[src/bert_rx_settings.svh]
`ifndef BERT_RX_SETTINGS_SVH
`define BERT_RX_SETTINGS_SVH

//////////////////////////////
// Datapath widths

// Transceiver word from the GTX
`define BERT_RX_WORD_W 32
// Half of a 66-bit block
`define BERT_HALF_W 33
`define BERT_BLOCK_W 66
`define BERT_PAYLOAD_W 64
`define BERT_HDR_W 2

//////////////////////////////
// Block sync thresholds

// Consecutive good headers to declare lock
`define BERT_LOCK_GOOD 64
// Headers per error window while locked
`define BERT_BAD_WINDOW 64
// Bad headers per window that drop lock
`define BERT_BAD_LIMIT 16
// Headers ignored after each slip
`define BERT_SLIP_HOLDOFF 4

//////////////////////////////
// Scrambler polynomial x^58 + x^39 + 1

`define BERT_SCR_TAP_A 39
`define BERT_SCR_TAP_B 58

`endif

[src/bert_rx_pkg.sv]
`include "bert_rx_settings.svh"

package bert_rx_pkg;

	//////////////////////////////
	// Vector types

	// Raw word from the transceiver
	typedef logic [`BERT_RX_WORD_W-1:0] rx_word_t;

	// Gearbox output, half a block
	typedef logic [`BERT_HALF_W-1:0] half_block_t;

	// Full block, sync header in the top two bits
	typedef logic [`BERT_BLOCK_W-1:0] block_t;

	typedef logic [`BERT_HDR_W-1:0] sync_hdr_t;
	typedef logic [`BERT_PAYLOAD_W-1:0] payload_t;

	//////////////////////////////
	// Block sync FSM

	typedef enum logic [1:0] {
		SYNC_HUNT,
		SYNC_SLIP_WAIT,
		SYNC_LOCKED
	} sync_state_t;

endpackage

[src/block_sync_66b.sv]
`timescale 1ns/1ps
`include "bert_rx_settings.svh"

module block_sync_66b import bert_rx_pkg::*; (
	input logic lane0_rxclk,
	input logic reset,
	input block_t block,
	input logic block_strobe,
	output logic bitslip,
	output logic block_lock
);

	localparam int GOOD_W = $clog2(`BERT_LOCK_GOOD);
	localparam int WIN_W = $clog2(`BERT_BAD_WINDOW);
	localparam int BAD_W = $clog2(`BERT_BAD_LIMIT);
	localparam int HOLD_W = $clog2(`BERT_SLIP_HOLDOFF);

	sync_state_t state;
	logic [GOOD_W-1:0] good_cnt;
	logic [WIN_W-1:0] win_cnt;
	logic [BAD_W-1:0] bad_cnt;
	logic [HOLD_W-1:0] hold_cnt;

	//////////////////////////////
	// Header check

	sync_hdr_t header;
	logic hdr_good;

	always_comb begin
		header = block[`BERT_BLOCK_W-1 -: `BERT_HDR_W];
		// Only 01 and 10 are legal
		hdr_good = header[1] ^ header[0];
	end

	//////////////////////////////
	// Lock FSM

	always_ff @(posedge lane0_rxclk) begin
		if (reset) begin
			state <= SYNC_HUNT;
			good_cnt <= '0;
			win_cnt <= '0;
			bad_cnt <= '0;
			hold_cnt <= '0;
			bitslip <= 1'b0;
			block_lock <= 1'b0;
		end else begin
			// Slip is a single-cycle pulse
			bitslip <= 1'b0;

			if (block_strobe) begin
				case (state)
					SYNC_HUNT: begin
						if (!hdr_good) begin
							bitslip <= 1'b1;
							good_cnt <= '0;
							hold_cnt <= '0;
							state <= SYNC_SLIP_WAIT;
						end else if (good_cnt == GOOD_W'(`BERT_LOCK_GOOD - 1)) begin
							// Last good header of the run
							good_cnt <= '0;
							win_cnt <= '0;
							bad_cnt <= '0;
							block_lock <= 1'b1;
							state <= SYNC_LOCKED;
						end else begin
							good_cnt <= good_cnt + GOOD_W'(1);
						end
					end

					// Let the gearbox and demux refill after a slip
					SYNC_SLIP_WAIT: begin
						if (hold_cnt == HOLD_W'(`BERT_SLIP_HOLDOFF - 1)) begin
							hold_cnt <= '0;
							state <= SYNC_HUNT;
						end else begin
							hold_cnt <= hold_cnt + HOLD_W'(1);
						end
					end

					SYNC_LOCKED: begin
						if (!hdr_good && (bad_cnt == BAD_W'(`BERT_BAD_LIMIT - 1))) begin
							// Too many errors in this window, start over
							bitslip <= 1'b1;
							block_lock <= 1'b0;
							good_cnt <= '0;
							hold_cnt <= '0;
							state <= SYNC_SLIP_WAIT;
						end else if (win_cnt == WIN_W'(`BERT_BAD_WINDOW - 1)) begin
							// End of window
							win_cnt <= '0;
							bad_cnt <= '0;
						end else begin
							win_cnt <= win_cnt + WIN_W'(1);
							bad_cnt <= bad_cnt + BAD_W'(!hdr_good);
						end
					end

					default: begin
						state <= SYNC_HUNT;
					end
				endcase
			end
		end
	end

	a_slip_pulse: assert property (
		@(posedge lane0_rxclk) disable iff (reset)
		bitslip |=> !bitslip
	);

	a_lock_state: assert property (
		@(posedge lane0_rxclk) disable iff (reset)
		block_lock |-> (state == SYNC_LOCKED)
	);

endmodule

[src/descrambler_64b66b.sv]
`timescale 1ns/1ps
`include "bert_rx_settings.svh"

module descrambler_64b66b import bert_rx_pkg::*; (
	input logic lane0_rxclk,
	input logic reset,
	input block_t block,
	input logic block_strobe,
	output logic block_valid,
	output sync_hdr_t block_header,
	output payload_t block_data
);

	localparam int HIST_W = `BERT_SCR_TAP_B;

	// Last 58 received line bits, newest at bit 0
	logic [HIST_W-1:0] hist;

	logic [HIST_W-1:0] hist_next;
	payload_t scrambled;
	payload_t clear;

	//////////////////////////////
	// Unrolled descrambler

	always_comb begin
		scrambled = block[`BERT_PAYLOAD_W-1:0];
		hist_next = hist;
		// LSB first, one bit per step
		for (int i = 0; i < `BERT_PAYLOAD_W; i++) begin
			clear[i] = scrambled[i] ^ hist_next[`BERT_SCR_TAP_A-1] ^ hist_next[`BERT_SCR_TAP_B-1];
			// Self-synchronous, history takes the line bit
			hist_next = {hist_next[HIST_W-2:0], scrambled[i]};
		end
	end

	//////////////////////////////
	// Output registers

	always_ff @(posedge lane0_rxclk) begin
		if (reset) begin
			block_valid <= 1'b0;
		end else begin
			block_valid <= block_strobe;
		end
	end

	always_ff @(posedge lane0_rxclk) begin
		if (block_strobe) begin
			hist <= hist_next;
			// Header is not scrambled
			block_header <= block[`BERT_BLOCK_W-1 -: `BERT_HDR_W];
			block_data <= clear;
		end
	end

endmodule

[src/half_block_demux.sv]
`timescale 1ns/1ps
`include "bert_rx_settings.svh"

module half_block_demux import bert_rx_pkg::*; (
	input logic lane0_rxclk,
	input logic reset,
	input half_block_t half_data,
	input logic half_valid,
	output block_t block,
	output logic block_strobe
);

	// 0 = expecting first half, 1 = expecting second half
	logic phase;

	//////////////////////////////
	// Phase and strobe

	always_ff @(posedge lane0_rxclk) begin
		if (reset) begin
			phase <= 1'b0;
			block_strobe <= 1'b0;
		end else begin
			block_strobe <= half_valid && phase;
			if (half_valid) begin
				phase <= !phase;
			end
		end
	end

	//////////////////////////////
	// Block assembly

	always_ff @(posedge lane0_rxclk) begin
		if (half_valid) begin
			if (phase) begin
				// Second half, low bits
				block[`BERT_HALF_W-1:0] <= half_data;
			end else begin
				// First half carries the sync header
				block[`BERT_BLOCK_W-1 -: `BERT_HALF_W] <= half_data;
			end
		end
	end

	// Blocks are at least two gearbox outputs apart
	a_strobe_single: assert property (
		@(posedge lane0_rxclk) disable iff (reset)
		block_strobe |=> !block_strobe
	);

endmodule

[src/lane_rx_64b66b.sv]
`timescale 1ns/1ps

module lane_rx_64b66b import bert_rx_pkg::*; (
	input logic lane0_rxclk,
	input logic reset,
	input rx_word_t rx_data,
	output logic block_valid,
	output sync_hdr_t block_header,
	output payload_t block_data,
	output logic block_lock
);

	//////////////////////////////
	// 32 to 33 gearbox

	half_block_t half_data;
	logic half_valid;
	logic bitslip;

	rx_gearbox_32_33 u_gearbox (
		.lane0_rxclk(lane0_rxclk),
		.reset(reset),
		.rx_data(rx_data),
		.bitslip(bitslip),
		.half_data(half_data),
		.half_valid(half_valid)
	);

	//////////////////////////////
	// 33 to 66 demux

	block_t block;
	logic block_strobe;

	half_block_demux u_demux (
		.lane0_rxclk(lane0_rxclk),
		.reset(reset),
		.half_data(half_data),
		.half_valid(half_valid),
		.block(block),
		.block_strobe(block_strobe)
	);

	//////////////////////////////
	// Block alignment and payload recovery

	// Drives bitslip back into the gearbox
	block_sync_66b u_block_sync (
		.lane0_rxclk(lane0_rxclk),
		.reset(reset),
		.block(block),
		.block_strobe(block_strobe),
		.bitslip(bitslip),
		.block_lock(block_lock)
	);

	descrambler_64b66b u_descrambler (
		.lane0_rxclk(lane0_rxclk),
		.reset(reset),
		.block(block),
		.block_strobe(block_strobe),
		.block_valid(block_valid),
		.block_header(block_header),
		.block_data(block_data)
	);

endmodule

[src/rx_gearbox_32_33.sv]
`timescale 1ns/1ps
`include "bert_rx_settings.svh"

module rx_gearbox_32_33 import bert_rx_pkg::*; (
	input logic lane0_rxclk,
	input logic reset,
	input rx_word_t rx_data,
	input logic bitslip,
	output half_block_t half_data,
	output logic half_valid
);

	// Two words of storage cover the worst case fill
	localparam int BUF_W = 2 * `BERT_RX_WORD_W;
	localparam int FILL_W = $clog2(BUF_W + 1);
	localparam int HALF_W = `BERT_HALF_W;

	//////////////////////////////
	// Bit buffer with the oldest bit at the MSB

	logic [BUF_W-1:0] bit_buf;
	logic [FILL_W-1:0] fill;

	logic emit;
	logic [BUF_W-1:0] rem_buf;
	logic [FILL_W-1:0] rem_fill;
	logic [BUF_W-1:0] next_buf;
	logic [FILL_W-1:0] next_fill;

	always_comb begin
		// Enough bits buffered for a half-block
		emit = (fill >= FILL_W'(HALF_W));

		// Pop the outgoing half-block off the front
		if (emit) begin
			rem_buf = bit_buf << HALF_W;
			rem_fill = fill - FILL_W'(HALF_W);
		end else begin
			rem_buf = bit_buf;
			rem_fill = fill;
		end

		// Clear stale bits below the valid region
		rem_buf = rem_buf & ~({BUF_W{1'b1}} >> rem_fill);

		// New word lands right behind the leftover bits
		next_buf = rem_buf | ({rx_data, {`BERT_RX_WORD_W{1'b0}}} >> rem_fill);
		next_fill = rem_fill + FILL_W'(`BERT_RX_WORD_W);

		// Bitslip throws away the oldest remaining bit
		if (bitslip) begin
			next_buf = next_buf << 1;
			next_fill = next_fill - FILL_W'(1);
		end
	end

	//////////////////////////////
	// Registers

	// Control state
	always_ff @(posedge lane0_rxclk) begin
		if (reset) begin
			fill <= '0;
			half_valid <= 1'b0;
		end else begin
			fill <= next_fill;
			half_valid <= emit;
		end
	end

	// Bit buffer and outgoing half-block
	always_ff @(posedge lane0_rxclk) begin
		bit_buf <= next_buf;
		if (emit) begin
			half_data <= bit_buf[BUF_W-1 -: HALF_W];
		end
	end

	// Fill must stay inside the buffer for any slip pattern
	a_fill_in_range: assert property (
		@(posedge lane0_rxclk) disable iff (reset)
		fill <= FILL_W'(BUF_W)
	);

endmodule

[config.mk]
export PLATFORM = sky130hd
export DESIGN_NAME = lane_rx_64b66b
export DESIGN_NICKNAME = d
export VERILOG_FILES = /design/src/bert_rx_pkg.sv /design/src/block_sync_66b.sv /design/src/descrambler_64b66b.sv /design/src/half_block_demux.sv /design/src/lane_rx_64b66b.sv /design/src/rx_gearbox_32_33.sv
export VERILOG_INCLUDE_DIRS = /design/src
export SDC_FILE = /design/constraint.sdc
export NUM_CORES = 1
export LEC_CHECK = 0
export ABC_AREA = 0
export BUFFER_PORTS_ARGS = -buffer_cell sky130_fd_sc_hd__buf_2
export CAP_MARGIN = 20
export CORE_MARGIN = 2
export CORE_UTILIZATION = 42
export CTS_CLUSTER_DIAMETER = 40
export DETAILED_ROUTE_END_ITERATION = 8
export HOLD_SLACK_MARGIN = 0.03
export MAX_ROUTING_LAYER = met4
export SLEW_MARGIN = 5
export SYNTH_ARGS = -nofsm -noshare
export SYNTH_HDL_FRONTEND = slang
export SYNTH_SLANG_ARGS = --single-unit
[constraint.sdc]
create_clock -name lane0_rxclk -period 9.9 [get_ports lane0_rxclk]
set_input_delay 1.485 -clock lane0_rxclk [delete_from_list [all_inputs] [get_ports lane0_rxclk]]
set_output_delay 1.485 -clock lane0_rxclk [all_outputs]
set_load 0.01 [all_outputs]
Word level (Yosys, flattened, before mapping) --
Cells that the tools add are included.
Word-level totals: bits in registers 320, output and inout bits 68, word-level logic and storage cells 226
Operators by class: add/sub/neg operators 7, magnitude comparators 1, equality and inequality tests 13, shift operators 2, mux-type cells 34, bitwise gates (word level) 134, reductions and logical operators 15
Operator list (number):
- XOR 1 bit | 129
- two-way mux 64 bit | 2
- bitwise AND 64 bit | 1
- inverter 64 bit | 1
- OR 64 bit | 1
- right shift 64 x 7 -> 64 bit | 1
- right shift 64 x 7 -> 64 bit (first input constant) | 1
- two-way mux 6 bit | 7
- case mux 6 bit (2 select lines) | 2
- two-way mux 4 bit | 4
- two-way mux 2 bit | 7
- two-way mux 7 bit | 2
- adder 6 x 1 -> 6 bit (second input constant) | 2
- equality test 6 bit (second input constant) | 2
- case mux 2 bit (3 select lines) | 2
- AND reduction 5 bit | 2
- inequality test 2 x 1 -> 1 bit (second input constant) | 4
- case mux 4 bit (2 select lines) | 1
- AND reduction 4 bit | 2
- adder 7 x 6 -> 7 bit (second input constant) | 1
- >= comparator 7 x 6 -> 1 bit (second input constant) | 1
- subtractor 7 x 1 -> 7 bit (second input constant) | 1
- subtractor 7 x 6 -> 7 bit (second input constant) | 1
- two-way mux 1 bit | 5
- other kinds (17) | 24

Depth between registers and ports, before layout --
Gate-level depths: netlist (run 1).
depth in word-level cells 7, depth in mapped cells 18

Hierarchy --
Synthesis (run 1) repeated with hierarchy kept, for this count alone.
Unflattened totals: cell total of the unflattened synthesis 1391, area, all modules 16774.8 µm²
Modules (own cells, without submodules):
- rx_gearbox_32_33 | instances 1, cells each 980, area an instance 8201.6 µm², sequential area each 2432.3 µm²
- descrambler_64b66b | instances 1, cells each 190, area an instance 5275.1 µm², sequential area each 3743.6 µm²
- half_block_demux | instances 1, cells each 73, area an instance 2065.7 µm², sequential area each 2021.9 µm²
- block_sync_66b | instances 1, cells each 148, area an instance 1232.4 µm², sequential area each 440.4 µm²

Worst setup path after synthesis (run 1) --
OpenSTA, ideal clock, no wires.
path type reg2reg, from reg u_demux.block_strobe, to reg u_block_sync.good_cnt[0], library setup time 0.071 ns, data arrival time 4.977 ns, path slack 4.853 ns, cell stages (with the launch flop) 6, path buffers 0, cell sequence dfxtp_1 o21ai_0 nor2_1 nand2_1 or3_1 a21oi_1
Between the ends: cells in the longest elaborated chain, start to end 1
Ends and longest elaborated chain:
- start: declaration | RTL line half_block_demux.sv:10 | output logic block_strobe
- start signal: assignment | RTL line half_block_demux.sv:24 | block_strobe <= half_valid && phase;
- AND reduction 3 bit (no line)
- end signal: assignment | RTL line block_sync_66b.sv:68 | good_cnt <= good_cnt + GOOD_W'(1);
- end: declaration | RTL line block_sync_66b.sv:19 | logic [GOOD_W-1:0] good_cnt;
No other way between the ends. A chain may end at the register's enable or synchronous reset.

Worst setup path after layout (run 1) --
from reg u_gearbox.fill[1], to reg u_gearbox.bit_buf[28]
Between the ends: cells in the longest elaborated chain, start to end 7, elaborated cells between the ends (all ways) 10, those cells by class add/sub (1); order compare (1); shift (2); mux (3); bitwise (3)
Ends and longest elaborated chain:
- start: declaration | RTL line rx_gearbox_32_33.sv:22 | logic [FILL_W-1:0] fill;
- start signal: assignment | RTL line rx_gearbox_32_33.sv:66 | fill <= next_fill;
- subtractor 7 x 6 -> 7 bit or >= comparator 7 x 6 -> 1 bit (tied branches) | RTL line rx_gearbox_32_33.sv:37, rx_gearbox_32_33.sv:32
- two-way mux 7 bit | RTL line rx_gearbox_32_33.sv:35 | if (emit) begin
- right shift 64 x 7 -> 64 bit | RTL line rx_gearbox_32_33.sv:44 | rem_buf = rem_buf & ~({BUF_W{1'b1}} >> rem_fill);
- inverter 64 bit | RTL line rx_gearbox_32_33.sv:44
- bitwise AND 64 bit | RTL line rx_gearbox_32_33.sv:44
- OR 64 bit * | RTL line rx_gearbox_32_33.sv:47 | next_buf = rem_buf | ({rx_data, {`BERT_RX_WORD_W{1'b0}}} >> rem_fill);
- two-way mux 64 bit * | RTL line rx_gearbox_32_33.sv:51 | if (bitslip) begin
- net u_gearbox.next_buf[28] | RTL line rx_gearbox_32_33.sv:27 | logic [BUF_W-1:0] next_buf;
- end signal: assignment | RTL line rx_gearbox_32_33.sv:73 | bit_buf <= next_buf;
- end: declaration | RTL line rx_gearbox_32_33.sv:21 | logic [BUF_W-1:0] bit_buf;
Mark *: on every way through the listed nets, which the timed path passes. The rest lies on a longest branch.

==> results of run 1 <==
## cell families after synthesis
family                     after synthesis
AOI/OAI and AO/OA                      318
xor gates and xnor gates               142
adders and majority gates               10
buffers and inverters                   92
DFF                                    320
muxes                                  120
and+or+nand+nor                        389
## cells in the final DEF, fill, tap and decap left out, types with 13 or more instances in the layout
master and count:
mux2i_1 105, o21ai_0 36, clkbuf_16 38, buf_4 18, edfxtp_1 223, nand2_1 108
a21oi_1 105, nor3_1 37, nand3_1 26, nand2b_1 21, a211oi_1 25, a22oi_1 18
buf_2 101, xnor2_1 133, dfxtp_1 95, o22ai_1 20, nor2_1 121, a221oi_1 13
## sequential cells by signal, indices dropped and copies added (netlist names)
| signal | flops |
|---|---|
| u_block_sync.good_cnt | 6 |
| u_gearbox.fill | 7 |
| u_block_sync.win_cnt | 6 |
| u_block_sync.block_lock | 1 |
| u_demux.phase | 1 |
| u_gearbox.half_data | 33 |
| u_descrambler.hist | 58 |
| u_block_sync.hold_cnt | 2 |
| u_block_sync.bitslip | 1 |
| u_gearbox.bit_buf | 64 |
| u_descrambler.block_header | 2 |
| u_gearbox.half_valid | 1 |
| u_block_sync.bad_cnt | 4 |
| u_block_sync.state | 2 |
| u_demux.block | 66 |
| u_descrambler.block_valid | 1 |
| u_descrambler.block_data | 64 |
| u_demux.block_strobe | 1 |
## worst paths after layout
kind                            endpoint  slack, ns
setup / recovery   u_gearbox.bit_buf[28]       4.68
hold / removal    u_gearbox.half_data[8]       0.42
setup reg to reg   u_gearbox.bit_buf[28]       4.68
hold reg to reg   u_gearbox.half_data[8]       0.42
## cell type report
class / instances / area, sq um
well taps: 468 / 586
flip-flops and latches: 320 / 8640
clock inverters: 19 / 262
fillers: 3311 / 18800
multi-input cells: 979 / 6700
inverters: 11 / 43.8
clock buffers: 48 / 1010
repair buffers: 119 / 641
## worst reg2reg max path, cell delays in order (launching register included)
cell and delay, ns:
dfxtp_1 0.46, inv_1 0.13, ha_1 0.27, or4_4 0.48, nor2_1 0.10, or2_2 0.11
buf_4 0.48, clkinv_1 0.43, buf_4 0.36, nor2_1 0.77, inv_1 0.32, ha_1 0.38
nor3_1 0.20, o22ai_1 0.11, a211oi_1 0.34, a21oi_1 0.12
## per-layer routing
layer / global-route usage [%] / vias up
li1: - / 5397
met1: 29.9 / 5437
met2: 34.7 / 503
met3: 2.94 / 86
met5: - / -
met4: 7.77 / 0
## per-stage QoR
stage	setup WS, ns	area [sq um]	utilization (%)	cells	hold WS (ns)
detailed placement	4.82	16600	45.3	1897	0.415
global placement	5.00	16600	45.3	1896	0.416
finish	4.68	17900	48.7	1964	0.424
CTS	4.81	17900	48.7	1964	0.427
floorplan	4.85	15700	-	1391	0.386
global route	4.43	17900	48.7	1964	0.444
==> flow_metrics.env, run 1 <==
export IMPL_status="finished clean"
export IMPL_min_path_type="register to register"
export IMPL_yosys_area_share_xor_xnor_pct=8.04
export IMPL_cts_htree_levels=2
export IMPL_r2r_start="u_gearbox.fill[1]"
export IMPL_hpwl_mm=30.0
export IMPL_nets=1512
export IMPL_die_w_um=197
export IMPL_synth_top_family_by_area="compound AO/OA/AOI/OAI gates"
export IMPL_antenna_found_initial=0
export IMPL_cp_data_required_time_ns=10.25
export IMPL_syn_to_final_growth_pct=13.9
export IMPL_yosys_warnings=0
export IMPL_cts_tree="yes"
export IMPL_clock_skew_ns=0.0240
export IMPL_grt_max_degree=85
export IMPL_cts_inserted_buffers=37
export IMPL_rsz0062_at_grt="false"
export IMPL_min_period_ns=5.22
export IMPL_dr_max_layer_used="met4"
export IMPL_postCtsHoldBufs=0
export IMPL_cp_cell_sequence="inv_1 > ha_1 > or4_4 > nor2_1 > or2_2 > buf_4 > clkinv_1 > buf_4 > nor2_1 > inv_1 > ha_1 > nor3_1 > o22ai_1 > a211oi_1 > a21oi_1"
export IMPL_num_io_pins=102
export IMPL_synthSimpleGateAreaFrac_pct=11.6
export IMPL_postRouteWirelength_mm=41.9
export IMPL_drive_gt1_share_pct=14.2
export IMPL_hp_start="u_gearbox.bit_buf[39]"
export IMPL_drcViolationCount=0
export IMPL_wl_per_cell_um=21.3
export IMPL_synth_area_sq_um=15700
export IMPL_cp_top_family="buffers and inverters"
export IMPL_grt_pass1_wl_mm=65.1
export IMPL_syn_nets=1435
export IMPL_via_count=11400
export IMPL_path_max_fanout=49
export IMPL_hold_viol_final=0
export IMPL_crit_type="register to register"
export IMPL_antenna_left=0
export IMPL_first_global_vias=11000
export IMPL_cts_path_max_buffers=3
export IMPL_end_kind="register"
export IMPL_die_h_um=197
export IMPL_clkSlewWorstSetupHoldPaths_ns=0.06
export IMPL_gp_congestion=0.972
export IMPL_critPathSlowestCell="nor2_1"
export IMPL_grt_overflow=0
export IMPL_finalCritPeriodShare_pct=52.7
export IMPL_cp_depth=15
export IMPL_hold_path_cell_count=0
export IMPL_synth_cells=1391
export IMPL_drt_vias_per_instance=5.82
export IMPL_slew_violations=0
export IMPL_tns_ns=0
export IMPL_synth_seq_area_share_pct=55.0
export IMPL_postCtsSetupBuffers=0
export IMPL_path_buf_inv=5
export IMPL_max_slew_margin_pct=27.7
export IMPL_die_area_sq_um=38900
export IMPL_numPortBuffers=101
export IMPL_critPathLaunchType="register"
export IMPL_worstSetupStartpoint="u_gearbox.fill[1]"
export IMPL_fmax_ghz=0.192
export IMPL_yosysTopAreaCell="edfxtp_1"
export IMPL_wl_met3_mm=2.77
export IMPL_cts_root_buf="clkbuf_16"
export IMPL_rows=70
export IMPL_firstDrtPassIters=6
export IMPL_maxCapViolCount=0
export IMPL_synth_compound_area_share_pct=13.5
export IMPL_ys_ff_latch=320
export IMPL_wirelength_met1_mm=18.5
export IMPL_worstSkewPairLatency_ns=0.53
export IMPL_async_flop_share_pct=0
export IMPL_synth_edff_count=223
export IMPL_ctsResizeCount=0
export IMPL_synthAdderAreaFrac_pct=0.797
export IMPL_synth_distinct_cells=79
export IMPL_slowest_delay_ns=0.76
export IMPL_synthMuxAreaShare_pct=8.51
export IMPL_synth_area_leaders="edfxtp_1 43%, dfxtp_1 12%, xnor2_1 7.5%"
export IMPL_crit_arrival_ns=5.57
export IMPL_start_util_pct=42.8
export IMPL_n_antenna_cell=0
export IMPL_worstMarginPinSlew_ns=1.08
export IMPL_met2_length_mm=19.3
export IMPL_clock_sinks=320
export IMPL_post_synth_top_count_cell="edfxtp_1"
export IMPL_finalSetupViolCount=0
export IMPL_syn_area_per_cell_sq_um=11.3
export IMPL_synth_top_cells_by_count="223 x edfxtp_1, 135 x xnor2_1, 122 x nor2_1"
export IMPL_yosysTopAreaCellShare_pct=42.6
export IMPL_core_sq_um=36700
export IMPL_drt_iter0_markers=1076
export IMPL_r2r_cells=15
export IMPL_track_usage_pct=22.2
export IMPL_dominantRegCellSynth="edfxtp_1"
Power of run 1 is left out: the tool's default activity adds up to more than one toggle a clock period on the data nets, which glitch-free logic cannot reach.
==> run 2: changes to the inputs <==
==> constraint.sdc (replaced) <==
create_clock -name lane0_rxclk -period 5.3 [get_ports lane0_rxclk]
set_input_delay 0.795 -clock lane0_rxclk [delete_from_list [all_inputs] [get_ports lane0_rxclk]]
set_output_delay 0.795 -clock lane0_rxclk [all_outputs]
set_load 0.01 [all_outputs]
==> run 2 against run 1 <==
Final cell count increased by 0.71%. Sequential share of layout area decreased by 0.35 points. Worst setup slack got worse by 3.8 ns. Non-clock buffer count up 11. Sequential cell count unchanged. First-iteration DRC count decreased by 4.7%. Core utilization is 0.35 points higher. Design area up 0.72%. Critical path depth fell by 3. Fmax rose by 18%. Highest routed layer unchanged.
==> flow_metrics.env, run 2 (synthesis gave the netlist of run 1 again) <==
export IMPL_status="finished clean"
export IMPL_antenna_found_initial=0
export IMPL_antenna_left=0
export IMPL_tns_ns=0
export IMPL_r2r_cells=12
export IMPL_pre_cts_slack_ns=0.975
export IMPL_fmax_ghz=0.226
export IMPL_maxCapViolCount=0
export IMPL_crit_arrival_ns=4.78
export IMPL_crit_top_cell="mux2i_1"
export IMPL_hold_path_cell_count=0
export IMPL_num_io_pins=102
export IMPL_utilization_pct=49.1
export IMPL_clock_skew_ns=0.0211
export IMPL_grt_pass1_wl_mm=66.5
export IMPL_ctsResizeCount=0
export IMPL_wl_per_cell_um=21.6
export IMPL_syn_to_final_growth_pct=14.7
export IMPL_top_register="u_demux.block"
export IMPL_crit_type="register to register"
export IMPL_cp_cell_sequence="inv_1 > ha_1 > or4_4 > o21a_1 > xnor2_4 > inv_4 > mux2i_1 > mux2i_1 > o22ai_1 > a21oi_1 > a211oi_1 > mux2i_1"
export IMPL_cts_htree_levels=2
export IMPL_path_max_fanout=48
export IMPL_drt_iter0_markers=1025
export IMPL_finalSetupViolCount=0
export IMPL_slowest_delay_ns=0.53
export IMPL_via_count=11500
export IMPL_final_cells=1978
export IMPL_end_kind="register"
export IMPL_die_h_um=197
export IMPL_nets=1524
export IMPL_drt_vias_per_instance=5.84
export IMPL_cts_inserted_buffers=38
export IMPL_core_sq_um=36700
export IMPL_numPortBuffers=101
export IMPL_cp_data_required_time_ns=5.66
export IMPL_start_util_pct=42.8
export IMPL_finalCritPeriodShare_pct=83.4
export IMPL_hold_viol_final=0
export IMPL_worstMarginPinSlew_ns=1.01
export IMPL_cts_path_max_buffers=3
export IMPL_critPathSlowestCell="a211oi_1"
export IMPL_die_area_sq_um=38900
export IMPL_clock_sinks=320
export IMPL_postRouteWirelength_mm=42.8
export IMPL_min_period_ns=4.42
export IMPL_use_met2_pct=35.5
export IMPL_r2r_start="u_gearbox.fill[1]"
export IMPL_grt_overflow=0
export IMPL_grt_max_degree=83
export IMPL_reg_largest_list="u_demux.block (66), u_descrambler.block_data (64), u_gearbox.bit_buf (64)"
export IMPL_postCtsHoldBufs=0
export IMPL_cts_tree="yes"
export IMPL_first_global_vias=11100
export IMPL_cts_root_buf="clkbuf_16"
export IMPL_track_usage_pct=22.6
export IMPL_drcViolationCount=0
export IMPL_min_to="u_gearbox.half_data[7]"
export IMPL_min_path_type="register to register"
export IMPL_clkSlewWorstSetupHoldPaths_ns=0.06
export IMPL_timing_rr_end="u_gearbox.bit_buf[18]"
export IMPL_mostFrequentLayoutCells="223 x edfxtp_1, 133 x xnor2_1, 122 x nor2_1"
export IMPL_hpwl_mm=30.8
export IMPL_r2r_slack_ns=0.88
export IMPL_layout_commonest_cell="edfxtp_1"
export IMPL_critPathLaunchType="register"
export IMPL_die_w_um=197
export IMPL_dp_cells=1908
export IMPL_rsz0062_at_grt="false"
export IMPL_use_met3_pct=2.42
export IMPL_firstDrtPassIters=6
export IMPL_worstSetupStartpoint="u_gearbox.fill[1]"
export IMPL_grt_busiest_layer="met2"
export IMPL_use_met1_pct=31.0
export IMPL_largest_reg_flops=66
export IMPL_max_slew_margin_pct=30.8
export IMPL_rows=70
export IMPL_final_setup_worst_slack_ns=0.879
export IMPL_slew_violations=0
export IMPL_hp_start="u_gearbox.bit_buf[38]"
export IMPL_gp_congestion=0.977
export IMPL_postCtsSetupBuffers=0
export IMPL_drive_gt1_share_pct=14.9
export IMPL_n_antenna_cell=0
export IMPL_worstSkewPairLatency_ns=0.53
run 2: per-layer routing:
layer / part of all wire, % / vias up
li1: - / 5424
met1: 45 / 5629
met2: 47 / 426
met3: 5.6 / 68
met4: 2.9 / 0
met5: 0 / -
run 2: cell type report:
| cell class | instances | area (sq um) |
|---|---|---|
| Fill cell | 3296 | 18700 |
| Sequential cell | 320 | 8640 |
| Multi-Input combinational cell | 979 | 6700 |
| Clock buffer | 48 | 1010 |
| Timing Repair Buffer | 130 | 723 |
| Tap cell | 468 | 586 |
| Clock inverter | 22 | 310 |
| Inverter | 11 | 43.8 |
run 2: worst max-delay path: cells and delay by family, from the launching register on:
| family | cells | cell delay [ns] |
|---|---|---|
| mux | 3 | 0.81 |
| buf+inv | 2 | 0.59 |
| flops | 1 | 0.47 |
| xor+xnor | 1 | 0.21 |
| simple gates | 1 | 0.48 |
| fa+ha+maj | 1 | 0.27 |
| compound gates | 4 | 1.41 |
run 2: worst max-delay path by stage:
stage,to,slack [ns]
finish,u_gearbox.bit_buf[18],0.88
global placement,u_gearbox.bit_buf[5],1.16
floorplan,u_block_sync.good_cnt[0],0.25
CTS,u_gearbox.bit_buf[20],0.95
detailed placement,u_gearbox.bit_buf[20],0.98
global route,u_gearbox.bit_buf[4],0.53
run 2: stage by stage:
| stage | hold WS, ns | area [sq um] |
|---|---|---|
| floorplan | 0.386 | 15700 |
| global placement | 0.414 | 16700 |
| detailed placement | 0.422 | 16700 |
| CTS | 0.435 | 18000 |
| global route | 0.443 | 18000 |
| finish | 0.435 | 18000 |
Power of run 2 is left out for the same reason.
